### src/include/execUnit_params.svh
`ifndef EXEC_UNIT_PARAMS_SVH
`define EXEC_UNIT_PARAMS_SVH

//////////////////////////////
// Datapath widths
//////////////////////////////
`define EXEC_DATA_W		32				// Register and memory word
`define EXEC_ISSUE_W	4				// Issue number, also the load tag

//////////////////////////////
// Buffering and constants
//////////////////////////////
`define EXEC_FIFO_DEPTH	4				// Entries per result FIFO

// Single-precision 1.0, written by the preset-one move
`define EXEC_PRESET_ONE	32'h3F80_0000

`endif

### src/rtl/execTypesPkg.sv
`default_nettype none
`include "execUnit_params.svh"

package execTypesPkg;

	typedef logic [`EXEC_DATA_W-1:0]	dataT;
	typedef logic [`EXEC_ISSUE_W-1:0]	issueNoT;
	typedef logic [4:0]					regIdxT;		// 32 architectural registers

	typedef enum logic [3:0] {
		opAdd,
		opSub,
		opAnd,
		opOr,
		opXor,
		opShl,
		opShr,
		opMulLo,
		opMov,
		opMovOne,									// Preset move, writes 1.0
		opMovZero,									// Preset move, writes zero
		opLoad,
		opStore
	} opCodeT;

	typedef struct packed {
		opCodeT		op;
		regIdxT		dst;
		dataT		src1;
		dataT		src2;								// Store data for opStore
	} cmdT;

	typedef struct packed {
		cmdT		cmd;
		issueNoT	issueNo;
	} routedCmdT;

	typedef struct packed {
		issueNoT	issueNo;
		regIdxT		dst;
		dataT		data;
	} resultT;

endpackage

`default_nettype wire

### src/rtl/memTypesPkg.sv
`default_nettype none

package memTypesPkg;

	typedef logic [15:0]	addrT;						// Word address

	// One request per cycle at most
	typedef struct packed {
		logic						wr;					// High for a store
		addrT						addr;
		execTypesPkg::dataT			wrData;
		execTypesPkg::issueNoT		tag;				// Echoed on the load response
	} memReqT;

	typedef struct packed {
		execTypesPkg::issueNoT		tag;
		execTypesPkg::dataT			data;
	} memRspT;

endpackage

`default_nettype wire

### src/rtl/cmdDecode.sv
`timescale 1ns/1ps
`default_nettype none
`include "execUnit_params.svh"

module cmdDecode (
	input	wire logic						clock,
	input	wire logic						arstN,
	input	wire logic						cmdValid,
	input	wire execTypesPkg::cmdT			cmd,
	output	logic							aluValid,
	output	logic							lsValid,
	output	logic							movValid,
	output	execTypesPkg::routedCmdT		routed,
	output	execTypesPkg::resultT			movResult
);
	import execTypesPkg::*;

	logic		isAlu;
	logic		isLs;
	logic		isMov;
	logic		writesReg;
	issueNoT	issueCnt;								// Next issue number to hand out
	dataT		movData;

	//////////////////////////////
	// Opcode classification
	//////////////////////////////
	always_comb begin
		isAlu = 1'b0;
		isLs = 1'b0;
		isMov = 1'b0;
		case (cmd.op)
			opAdd, opSub, opAnd, opOr, opXor, opShl, opShr, opMulLo: isAlu = 1'b1;
			opLoad, opStore: isLs = 1'b1;
			opMov, opMovOne, opMovZero: isMov = 1'b1;
			default: ;
		endcase
	end

	assign writesReg = isAlu | isMov | (cmd.op == opLoad);	// Stores take no number

	always_comb begin
		case (cmd.op)
			opMovOne: movData = `EXEC_PRESET_ONE;
			opMovZero: movData = '0;
			default: movData = cmd.src1;				// Plain register move
		endcase
	end

	always_ff @(posedge clock or negedge arstN) begin
		if (!arstN) begin
			aluValid <= 1'b0;
			lsValid <= 1'b0;
			movValid <= 1'b0;
			issueCnt <= '0;
		end else begin
			aluValid <= cmdValid & isAlu;
			lsValid <= cmdValid & isLs;
			movValid <= cmdValid & isMov;
			if (cmdValid && writesReg) begin
				issueCnt <= issueCnt + issueNoT'(1);
			end
		end
	end

	always_ff @(posedge clock) begin
		if (cmdValid) begin
			routed.cmd <= cmd;
			routed.issueNo <= issueCnt;
			movResult.issueNo <= issueCnt;				// Move result is ready at once
			movResult.dst <= cmd.dst;
			movResult.data <= movData;
		end
	end

	// Every command takes exactly one path
	aOnePath: assert property (@(posedge clock) disable iff (!arstN)
		cmdValid |-> $onehot({isAlu, isLs, isMov}));

endmodule

`default_nettype wire

### src/rtl/aluStage.sv
`timescale 1ns/1ps
`default_nettype none

module aluStage (
	input	wire logic						clock,
	input	wire logic						arstN,
	input	wire logic						inValid,
	input	wire execTypesPkg::routedCmdT	in,
	output	logic							outValid,
	output	execTypesPkg::resultT			out
);
	import execTypesPkg::*;

	dataT		opA;
	dataT		opB;
	logic [4:0]	shAmt;
	dataT		aluData;
	logic		s1Valid;
	resultT		s1Result;

	assign opA = in.cmd.src1;
	assign opB = in.cmd.src2;
	assign shAmt = opB[4:0];							// Low 5 bits only

	//////////////////////////////
	// Stage 1, compute
	//////////////////////////////
	always_comb begin
		case (in.cmd.op)
			opAdd: aluData = opA + opB;
			opSub: aluData = opA - opB;
			opAnd: aluData = opA & opB;
			opOr: aluData = opA | opB;
			opXor: aluData = opA ^ opB;
			opShl: aluData = opA << shAmt;
			opShr: aluData = opA >> shAmt;				// Logical shift
			opMulLo: aluData = opA * opB;				// Keeps the low word
			default: aluData = '0;
		endcase
	end

	always_ff @(posedge clock or negedge arstN) begin
		if (!arstN) begin
			s1Valid <= 1'b0;
			outValid <= 1'b0;
		end else begin
			s1Valid <= inValid;
			outValid <= s1Valid;
		end
	end

	always_ff @(posedge clock) begin
		if (inValid) begin
			s1Result.issueNo <= in.issueNo;
			s1Result.dst <= in.cmd.dst;
			s1Result.data <= aluData;
		end
	end

	//////////////////////////////
	// Stage 2, tagged result
	//////////////////////////////
	always_ff @(posedge clock) begin
		if (s1Valid) begin
			out <= s1Result;
		end
	end

endmodule

`default_nettype wire

### src/rtl/loadStoreStage.sv
`timescale 1ns/1ps
`default_nettype none
`include "execUnit_params.svh"

module loadStoreStage (
	input	wire logic						clock,
	input	wire logic						arstN,
	input	wire logic						inValid,
	input	wire execTypesPkg::routedCmdT	in,
	output	logic							memReqValid,
	output	memTypesPkg::memReqT			memReq,
	input	wire logic						memRspValid,
	input	wire memTypesPkg::memRspT		memRsp,
	output	logic							outValid,
	output	execTypesPkg::resultT			out
);
	import execTypesPkg::*;
	import memTypesPkg::*;

	localparam int TAGS = 1 << `EXEC_ISSUE_W;

	logic				isStore;
	addrT				reqAddr;
	logic [TAGS-1:0]	pending;						// Loads awaiting a response
	regIdxT				dstTable [TAGS];				// Destination per tag

	assign isStore = (in.cmd.op == opStore);

	// Stores address from src1 alone, src2 holds the data
	assign reqAddr = isStore ? addrT'(in.cmd.src1) : addrT'(in.cmd.src1 + in.cmd.src2);

	//////////////////////////////
	// Request side
	//////////////////////////////
	always_ff @(posedge clock or negedge arstN) begin
		if (!arstN) begin
			memReqValid <= 1'b0;
			outValid <= 1'b0;
			pending <= '0;
		end else begin
			memReqValid <= inValid;
			outValid <= memRspValid;
			if (memRspValid) begin
				pending[memRsp.tag] <= 1'b0;
			end
			if (inValid && !isStore) begin
				pending[in.issueNo] <= 1'b1;
			end
		end
	end

	always_ff @(posedge clock) begin
		if (inValid) begin
			memReq.wr <= isStore;
			memReq.addr <= reqAddr;
			memReq.wrData <= isStore ? in.cmd.src2 : '0;
			memReq.tag <= isStore ? '0 : in.issueNo;
			if (!isStore) begin
				dstTable[in.issueNo] <= in.cmd.dst;
			end
		end
	end

	//////////////////////////////
	// Response side
	//////////////////////////////
	always_ff @(posedge clock) begin
		if (memRspValid) begin
			out.issueNo <= memRsp.tag;					// Tag is the issue number
			out.dst <= dstTable[memRsp.tag];
			out.data <= memRsp.data;
		end
	end

	// Memory must only answer loads it was sent
	aRspPending: assert property (@(posedge clock) disable iff (!arstN)
		memRspValid |-> pending[memRsp.tag]);

endmodule

`default_nettype wire

### src/rtl/resultFifo.sv
`timescale 1ns/1ps
`default_nettype none
`include "execUnit_params.svh"

module resultFifo #(
	parameter int DEPTH = `EXEC_FIFO_DEPTH
) (
	input	wire logic						clock,
	input	wire logic						arstN,
	input	wire logic						push,
	input	wire execTypesPkg::resultT		din,
	input	wire logic						pop,
	output	logic							headValid,
	output	execTypesPkg::resultT			head
);
	import execTypesPkg::*;

	localparam int PTR_W = (DEPTH > 1) ? $clog2(DEPTH) : 1;
	localparam int CNT_W = $clog2(DEPTH + 1);

	resultT				mem [DEPTH];
	logic [PTR_W-1:0]	wrPtr;
	logic [PTR_W-1:0]	rdPtr;
	logic [CNT_W-1:0]	count;
	logic				full;

	assign full = (count == CNT_W'(DEPTH));
	assign headValid = (count != '0);
	assign head = mem[rdPtr];							// Shown as soon as written

	always_ff @(posedge clock or negedge arstN) begin
		if (!arstN) begin
			wrPtr <= '0;
			rdPtr <= '0;
			count <= '0;
		end else begin
			if (push) begin
				wrPtr <= (wrPtr == PTR_W'(DEPTH - 1)) ? '0 : wrPtr + 1'b1;
			end
			if (pop) begin
				rdPtr <= (rdPtr == PTR_W'(DEPTH - 1)) ? '0 : rdPtr + 1'b1;
			end
			case ({push, pop})
				2'b10: count <= count + 1'b1;
				2'b01: count <= count - 1'b1;
				default: ;								// Both or neither, no change
			endcase
		end
	end

	always_ff @(posedge clock) begin
		if (push) begin
			mem[wrPtr] <= din;
		end
	end

	// Outstanding limit upstream keeps this from filling
	aNoOverflow: assert property (@(posedge clock) disable iff (!arstN)
		full |-> !push);

endmodule

`default_nettype wire

### src/rtl/commitSelect.sv
`timescale 1ns/1ps
`default_nettype none

module commitSelect (
	input	wire logic						clock,
	input	wire logic						arstN,
	input	wire logic						aluHeadValid,
	input	wire execTypesPkg::resultT		aluHead,
	input	wire logic						lsHeadValid,
	input	wire execTypesPkg::resultT		lsHead,
	input	wire logic						movHeadValid,
	input	wire execTypesPkg::resultT		movHead,
	output	logic							aluPop,
	output	logic							lsPop,
	output	logic							movPop,
	output	logic							wbValid,
	output	execTypesPkg::resultT			wb
);
	import execTypesPkg::*;

	issueNoT	nextCommit;								// Oldest issue not yet retired
	logic		aluMatch;
	logic		lsMatch;
	logic		movMatch;
	logic		anyMatch;
	resultT		selHead;

	assign aluMatch = aluHeadValid && (aluHead.issueNo == nextCommit);
	assign lsMatch = lsHeadValid && (lsHead.issueNo == nextCommit);
	assign movMatch = movHeadValid && (movHead.issueNo == nextCommit);
	assign anyMatch = aluMatch | lsMatch | movMatch;

	assign aluPop = aluMatch;
	assign lsPop = lsMatch;
	assign movPop = movMatch;

	always_comb begin
		if (aluMatch) begin
			selHead = aluHead;
		end else if (lsMatch) begin
			selHead = lsHead;
		end else begin
			selHead = movHead;
		end
	end

	//////////////////////////////
	// Write-back register
	//////////////////////////////
	always_ff @(posedge clock or negedge arstN) begin
		if (!arstN) begin
			wbValid <= 1'b0;
			nextCommit <= '0;
		end else begin
			wbValid <= anyMatch;
			if (anyMatch) begin
				nextCommit <= nextCommit + issueNoT'(1);
			end
		end
	end

	always_ff @(posedge clock) begin
		if (anyMatch) begin
			wb <= selHead;
		end
	end

	// Issue numbers are unique across the three paths
	aOneMatch: assert property (@(posedge clock) disable iff (!arstN)
		$onehot0({aluMatch, lsMatch, movMatch}));

endmodule

`default_nettype wire

### src/rtl/execUnit.sv
`timescale 1ns/1ps
`default_nettype none
`include "execUnit_params.svh"

module execUnit (
	input	wire logic						clock,
	input	wire logic						arstN,
	input	wire logic						cmdValid,
	input	wire execTypesPkg::cmdT			cmd,
	output	logic							memReqValid,
	output	memTypesPkg::memReqT			memReq,
	input	wire logic						memRspValid,
	input	wire memTypesPkg::memRspT		memRsp,
	output	logic							wbValid,
	output	execTypesPkg::resultT			wb
);
	import execTypesPkg::*;

	logic		aluValid;
	logic		lsValid;
	logic		movValid;
	routedCmdT	routed;									// Shared by all three paths
	resultT		movResult;

	logic		aluOutValid;
	resultT		aluOut;
	logic		lsOutValid;
	resultT		lsOut;

	logic		aluHeadValid;
	resultT		aluHead;
	logic		lsHeadValid;
	resultT		lsHead;
	logic		movHeadValid;
	resultT		movHead;
	logic		aluPop;
	logic		lsPop;
	logic		movPop;

	//////////////////////////////
	// Decode and execute
	//////////////////////////////
	cmdDecode u_cmdDecode (
		.clock		(clock),
		.arstN		(arstN),
		.cmdValid	(cmdValid),
		.cmd		(cmd),
		.aluValid	(aluValid),
		.lsValid	(lsValid),
		.movValid	(movValid),
		.routed		(routed),
		.movResult	(movResult)
	);

	aluStage u_aluStage (
		.clock		(clock),
		.arstN		(arstN),
		.inValid	(aluValid),
		.in			(routed),
		.outValid	(aluOutValid),
		.out		(aluOut)
	);

	loadStoreStage u_loadStoreStage (
		.clock			(clock),
		.arstN			(arstN),
		.inValid		(lsValid),
		.in				(routed),
		.memReqValid	(memReqValid),
		.memReq			(memReq),
		.memRspValid	(memRspValid),
		.memRsp			(memRsp),
		.outValid		(lsOutValid),
		.out			(lsOut)
	);

	//////////////////////////////
	// Result buffering and commit
	//////////////////////////////
	resultFifo #(.DEPTH(`EXEC_FIFO_DEPTH)) u_aluFifo (
		.clock		(clock),
		.arstN		(arstN),
		.push		(aluOutValid),
		.din		(aluOut),
		.pop		(aluPop),
		.headValid	(aluHeadValid),
		.head		(aluHead)
	);

	resultFifo #(.DEPTH(`EXEC_FIFO_DEPTH)) u_lsFifo (
		.clock		(clock),
		.arstN		(arstN),
		.push		(lsOutValid),
		.din		(lsOut),
		.pop		(lsPop),
		.headValid	(lsHeadValid),
		.head		(lsHead)
	);

	resultFifo #(.DEPTH(`EXEC_FIFO_DEPTH)) u_movFifo (
		.clock		(clock),
		.arstN		(arstN),
		.push		(movValid),							// Move result comes with its strobe
		.din		(movResult),
		.pop		(movPop),
		.headValid	(movHeadValid),
		.head		(movHead)
	);

	commitSelect u_commitSelect (
		.clock			(clock),
		.arstN			(arstN),
		.aluHeadValid	(aluHeadValid),
		.aluHead		(aluHead),
		.lsHeadValid	(lsHeadValid),
		.lsHead			(lsHead),
		.movHeadValid	(movHeadValid),
		.movHead		(movHead),
		.aluPop			(aluPop),
		.lsPop			(lsPop),
		.movPop			(movPop),
		.wbValid		(wbValid),
		.wb				(wb)
	);

endmodule

`default_nettype wire

### config.mk
export PLATFORM = sky130hd
export DESIGN_NAME = execUnit
export DESIGN_NICKNAME = d
export VERILOG_FILES = /design/src/rtl/execTypesPkg.sv /design/src/rtl/memTypesPkg.sv /design/src/rtl/cmdDecode.sv /design/src/rtl/aluStage.sv /design/src/rtl/loadStoreStage.sv /design/src/rtl/resultFifo.sv /design/src/rtl/commitSelect.sv /design/src/rtl/execUnit.sv
export VERILOG_INCLUDE_DIRS = /design/src /design/src/include
export SDC_FILE = /design/constraint.sdc
export NUM_CORES = 2
export LEC_CHECK = 0
export BUFFER_PORTS_ARGS = -buffer_cell sky130_fd_sc_hd__buf_2
export CAP_MARGIN = 0
export CORE_ASPECT_RATIO = 1.2
export CORE_UTILIZATION = 45
export CTS_BUF_LIST = sky130_fd_sc_hd__clkbuf_4
export CTS_CLUSTER_DIAMETER = 100
export DETAILED_ROUTE_END_ITERATION = 8
export PLACE_DENSITY = 0.62
export SYNTH_ARGS = -nofsm -noshare
export SYNTH_HDL_FRONTEND = slang
export SYNTH_SLANG_ARGS = --single-unit
### constraint.sdc
create_clock -name clock -period 8.87 [get_ports clock]
set_clock_uncertainty 0.1 [all_clocks]
set_input_delay 1.774 -clock clock [delete_from_list [all_inputs] [get_ports clock]]
set_output_delay 1.774 -clock clock [all_outputs]
set_load 0.1 [all_outputs]
### After elaboration in Yosys (flattened, before gate mapping)

Memories as Yosys holds them, arrays and structs flattened. A register that Yosys moved wholly into a read port is not among the register bits.
Cells that the tools add are included.

| word-level totals | value |
|---|---|
| memories kept | 4 |
| memory bits (read-only) | 0 |
| latch bits | 0 |
| input bits | 113 |
| flip-flop bits (word level) | 358 |
| RAM bits | 572 |
| word-level logic and storage cells | 149 |

Memories:

| memory | depth | bits a word | rd ports | clocked after Yosys merged registers in | wr ports | line | RTL |
|---|---|---|---|---|---|---|---|
| u_aluFifo.mem | 4 | 41 | 1 | 0 | 1 | resultFifo.sv:21 | `resultT mem [DEPTH];` |
| u_lsFifo.mem | 4 | 41 | 1 | 0 | 1 | resultFifo.sv:21 |  |
| u_movFifo.mem | 4 | 41 | 1 | 0 | 1 | resultFifo.sv:21 |  |
| u_loadStoreStage.dstTable | 16 | 5 | 1 | 1 | 1 | loadStoreStage.sv:25 | `regIdxT dstTable [TAGS];` |

| operators by class | value |
|---|---|
| magnitude comparators | 0 |
| equal/unequal tests | 35 |
| div/mod/pow operators | 0 |
| multiplexer cells | 26 |
| multipliers | 1 |
| $add $sub $neg | 16 |
| bitwise gates (word level) | 10 |
| shift operators | 2 |
| reductions and logical operators | 15 |

Operators with widths:

| operator | number |
|---|---|
| $pmux 32 s8 | 1 |
| $mux 41 | 2 |
| $pmux 32 s2 | 1 |
| $add 32x32->32 | 1 |
| $and 32x32->32 | 1 |
| $eq 4x3->1 const B | 8 |
| $mul 32x32->32 | 1 |
| $or 32x32->32 | 1 |
| $shl 32x5->32 | 1 |
| $shr 32x5->32 | 1 |
| $sub 32x32->32 | 1 |
| $xor 32x32->32 | 1 |
| $eq 4x4->1 const B | 6 |
| $eq 2x2->1 const B | 9 |
| $pmux 3 s2 | 3 |
| $eq 4x2->1 const B | 4 |
| $mux 16 | 1 |
| $add 2x1->2 const B | 6 |
| $eq 4x4->1 | 3 |
| $mux 1 | 12 |
| $mux 2 | 6 |
| $add 3x1->3 const B | 3 |
| $reduce_bool 3->1 | 3 |
| $sub 3x1->3 const B | 3 |
| other kinds (11) | 26 |

### Logic depth before layout (Yosys ltp)

| logic depth | value |
|---|---|
| depth after elaboration | 6 |
| gate-level depth with buffers | 29 |

### Cells and area by module

Synthesis repeated with hierarchy kept, for this count alone.

| second synthesis, totals | value |
|---|---|
| cells, all modules | 4436 |
| area, all modules | 57232.4 um2 |

By module, submodules not included:

| module | sequential area each (um2) | area each (um2) | cells each | times used |
|---|---|---|---|---|
| aluStage | 2512.4 | 24468.5 | 2869 | 1 |
| resultFifo | 5099.9 | 6383.6 | 253 | 3 |
| loadStoreStage | 5275.1 | 7219.4 | 413 | 1 |
| cmdDecode | 3448.3 | 3902.5 | 179 | 1 |
| commitSelect | 1356.3 | 2491.1 | 216 | 1 |

### Worst setup path after synthesis

No wires, ideal clock.

| timing path | value |
|---|---|
| kind | register to register |
| start point | reg, netlist name u_cmdDecode.routed[6] |
| end point | reg u_aluStage.s1Result[29] in the netlist's numbering (data pin) |
| path buffers | 3 |
| setup time | 266 ps |
| cell stages (with the launch flop) | 28 |
| required time | 8504 ps |
| setup slack | 679 ps |
| arrival time | 7825 ps |
| path through | edfxtp_1 inv_2 buf_1 buf_1 clkbuf_1 nor2_1 fa_1 inv_1 fa_1 fa_1 fa_1 inv_1 fa_1 inv_1 fa_1 inv_1 fa_1 fa_1 ha_1 nand2_1 nor2b_1 nand2_1 a211oi_1 o211ai_1 a211oi_1 mux2_2 a211oi_1 o21ai_1 |

| on the way | value |
|---|---|
| cells in the longest elaborated chain, start to end | 2 |
| elaborated cells between the ends (all ways) | 6 |
| classes of those cells | add/sub (2); mul (1); shift (2); mux (1) |

Ends and longest elaborated chain:

| item | line | RTL |
|---|---|---|
| $mul 32x32->32 (tied with other cells) | aluStage.sv:37 | `opMulLo: aluData = opA * opB;` |
| $pmux 32 s8 (*) | aluStage.sv:29 | `case (in.cmd.op)` |
| named net u_aluStage.aluData[29] | aluStage.sv:17 | `dataT aluData;` |
| to (decl) | aluStage.sv:19 | `resultT s1Result;` |

The timed path passes the listed nets; every way through them passes the cells marked *.
A chain may end at the register's enable or synchronous reset.

### Worst setup path in the final report

| timing path | value |
|---|---|
| start point | reg, netlist name u_cmdDecode.routed[13] |
| end point | reg u_aluStage.s1Result[28] in the netlist's numbering (data pin) |

| on the way | value |
|---|---|
| cells in the longest elaborated chain, start to end | 2 |
| elaborated cells between the ends (all ways) | 4 |
| classes of those cells | add/sub (2); mul (1); mux (1) |

Ends and longest elaborated chain:

| item | line |
|---|---|
| $mul 32x32->32 (tied with other cells) | aluStage.sv:37 |
| $pmux 32 s8 (*) | aluStage.sv:29 |
| named net u_aluStage.aluData[28] | aluStage.sv:17 |

Marks and branches as above.

==> impl_metrics.yaml <==
run_status:
  status: "finished clean"
critical_path:
  worst_path_largest_cell_delay_ps: 680
  cp.required_ps: 9750
  worst_ep_arrival_time_ps: 9450
  crit_buf_inv: 3
  worstSetupPathType: "reg -> reg"
  worst_path_max_delay_cell: "a2111oi_0"
  path_delay_family: "adder cells"
  crit_path_cell_trace: "inv_1 -> nor2_1 -> fa_1 -> fa_1 -> fa_1 -> fa_1 -> inv_1 -> fa_1 -> inv_1 -> fa_1 -> fa_1 -> fa_1 -> ha_1 -> nor2_1 -> a21oi_1 -> o22ai_1 -> a2111oi_0 -> o221ai_1 -> a211oi_1 -> o41ai_1 -> or4_1"
  path_common_cell: "fa_1"
  cp-end-kind: "flip-flop"
  crit_path_max_fanout: 12
  cp-start-kind: "flip-flop"
die:
  die_y_um: 392.1
  die_area_mm2: 0.1283
  core_mm2: 0.1253
  boundaryPins: 209
  die-width_um: 327.1
  start_util_pct: 45.56
  rows: 142
synthesis:
  yosysTopAreaCell: "edfxtp_1"
  ys.flop_type: "edfxtp_1"
  seq_area_frac_synth_pct: 48.87
  synth_edf_count: 898
  ys_top_cells_by_count: "898 x edfxtp_1, 512 x nor2_1, 476 x inv_1, 413 x fa_1, 366 x nand2_1"
  post_synth_num_cell_types: 94
  synth.most_common_cell: "edfxtp_1"
  syn_inst: 4422
  synth_top_area_share_pct: 47.25
  synth.top_cells.by_area: "edfxtp_1 47%, fa_1 14%, mux4_2 7.6%, ha_1 5.2%, nor2_1 3.4%"
  synth_area_mm2: 0.05707
  async_reset_ff_share_pct: 3.957
  synth-seq-cells: 935
  syn_nets: 5187
  avgSynthCellArea_um2: 12.91
  yosysWarnings: 0
sta:
  slew_violations: 0
  tns_ps: 0
  fin_crit_sh_pct: 96.63
  fmax_mhz: 116.7
  finalHoldViolCount: 0
  slew_headroom_pct: 19.95
  worst_pin_slew_ps: 1201
  holdWs_ps: 312.5
  rsz0062_at_grt: "false"
  fin_crit_ps: 8571
  setup_viol: 0
clock_network:
  clk_latency_ps: 1250
  root_buffer: "clkbuf_4"
  htree_levels: 4
  clockBufferDepth: 3
  clkTransAtPathRegs_ps: 70
  cts.sinks: 935
  cts_buffers: 229
  cts_tree: "built"
grt:
  grt_pass1_vias: 39803
  grt-ovfl-total: 0
  track_usage_pct: 29.40
  grt_max_degree: 85
  grt_pass1_wl_mm: 270.0
  antenna_found_initial: 24
final_layout:
  syn_to_final_growth_pct: 11.28
  drive_above_1_share_pct: 19.88
  finalNetCount: 5532
  area.sequential_mm2: 0.02790
  fillCellCount: 10964
  fin_area_mm2: 0.06351
  multi_input_area_mm2: 0.02634
  fin_util_pct: 50.71
routing:
  drt-pass1-iter-count: 9
  ant_nets: 0
  post_drt_wl_per_cell_um: 28.04
  vias: 38534
  drtIter0Drc: 3470
  route.detailed.drc: 0
  drt-total-wl_mm: 186.1
  routed_via_density: 5.808
place:
  dpl_cell_area_mm2: 0.06036
  dpl.hpwl_mm: 135.8
  io_buffers: 208
  gp_congestion: 1.008
run:
  maxCapViolations: 0
worst_hold_path:
  hp-class: "reg -> reg"
[cell usage in the layout, fill, tap and decap left out, types with 16 or more instances in the layout]
cell type,n
and2_1,35
xnor2_1,102
o21ai_0,179
o211ai_1,20
a21oi_1,115
nor3_1,20
mux2i_1,83
nand3_1,17
diode_2,19
buf_4,141
fa_1,413
dfrtp_1,29
clkbuf_4,339
inv_1,475
buf_2,207
edfxtp_1,898
ha_1,239
clkinv_1,75
xor2_1,40
a22oi_1,31
a211oi_1,22
nand2_1,366
o22ai_1,16
or3_1,22
mux4_2,193
a21o_1,28
nand2b_1,19
nor2_1,511
[repair_timing]
| action | CTS | global route |
|---|---|---|
| hold buffers | 0 | 0 |
| endpoints found under the setup margin | 0 | 1 |
| buffers inserted | 0 | 0 |
| gates resized for setup | 0 | 1 |
[final timing paths]
check | start | to | slack [ps] | cells after the start
hold / removal | u_aluStage.s1Result[32]$_DFFE_PP_ | u_aluStage.out[32]$_DFFE_PP_ | 310 | 0
setup reg to reg | u_cmdDecode.routed[13]$_DFFE_PP_ | u_aluStage.s1Result[28]$_DFFE_PP_ | 300 | 21
min in group asynchronous | arstN | u_cmdDecode.issueCnt[2]$_DFFE_PN0P_ | 590 | 2
max in group asynchronous | arstN | u_cmdDecode.lsValid$_DFF_PN0_ | 7460 | 2
setup / recovery | u_cmdDecode.routed[13]$_DFFE_PP_ | u_aluStage.s1Result[28]$_DFFE_PP_ | 300 | 21
hold reg to reg | u_aluStage.s1Result[32]$_DFFE_PP_ | u_aluStage.out[32]$_DFFE_PP_ | 310 | 0
[flip-flops by register name, indices dropped and copies added (netlist names), 53 cells and up]
name and count:
u_cmdDecode.routed 77, u_loadStoreStage.memReq 53, u_aluFifo.mem 164, u_movFifo.mem 164
u_loadStoreStage.dstTable 80, u_lsFifo.mem 164
[cell families (layout without fill, tap and decap cells)]
logic type	Yosys count	count (layout)	synth area share [%]
AND/OR/NAND/NOR	1091	1091	8.195
flip-flops	935	935	48.87
buffers and inverters	735	1273	5.128
adder cells (fa/ha/maj)	652	652	19.73
AO/OA/AOI/OAI	577	577	6.555
multiplexers	290	290	9.348
XOR/XNOR	142	142	2.179
other	0	19	0
[per-stage QoR]
step                cells  setup WS (ps)
floorplan            4422          679.1
global placement     6192          457.3
detailed placement   6192          322.0
CTS                  6616          353.9
global route         6625          109.3
finish               6635          298.7
[metal layers]
| metal | track usage [%] | vias up | share of wire, % |
|---|---|---|---|
| met5 | 0 | - | 0.032 |
| met4 | 16.64 | 8 | 5.9 |
| met3 | 7.164 | 555 | 8.4 |
| met2 | 46.69 | 2001 | 47 |
| met1 | 36.84 | 19628 | 38 |
| li1 | - | 16342 | - |
[area by class of cell]
cell class | instances | area share, %
Sequential cell | 935 | 43.94
Multi-Input combinational cell | 2752 | 41.46
Clock buffer | 339 | 4.007
Timing Repair Buffer | 353 | 3.442
Tap cell | 1656 | 3.262
Inverter | 496 | 2.937
Clock inverter | 85 | 0.8767
Antenna cell | 19 | 0.07486
Power is left out: the tool's default activity adds up to more than one toggle a clock period on the data nets, which glitch-free logic cannot reach.
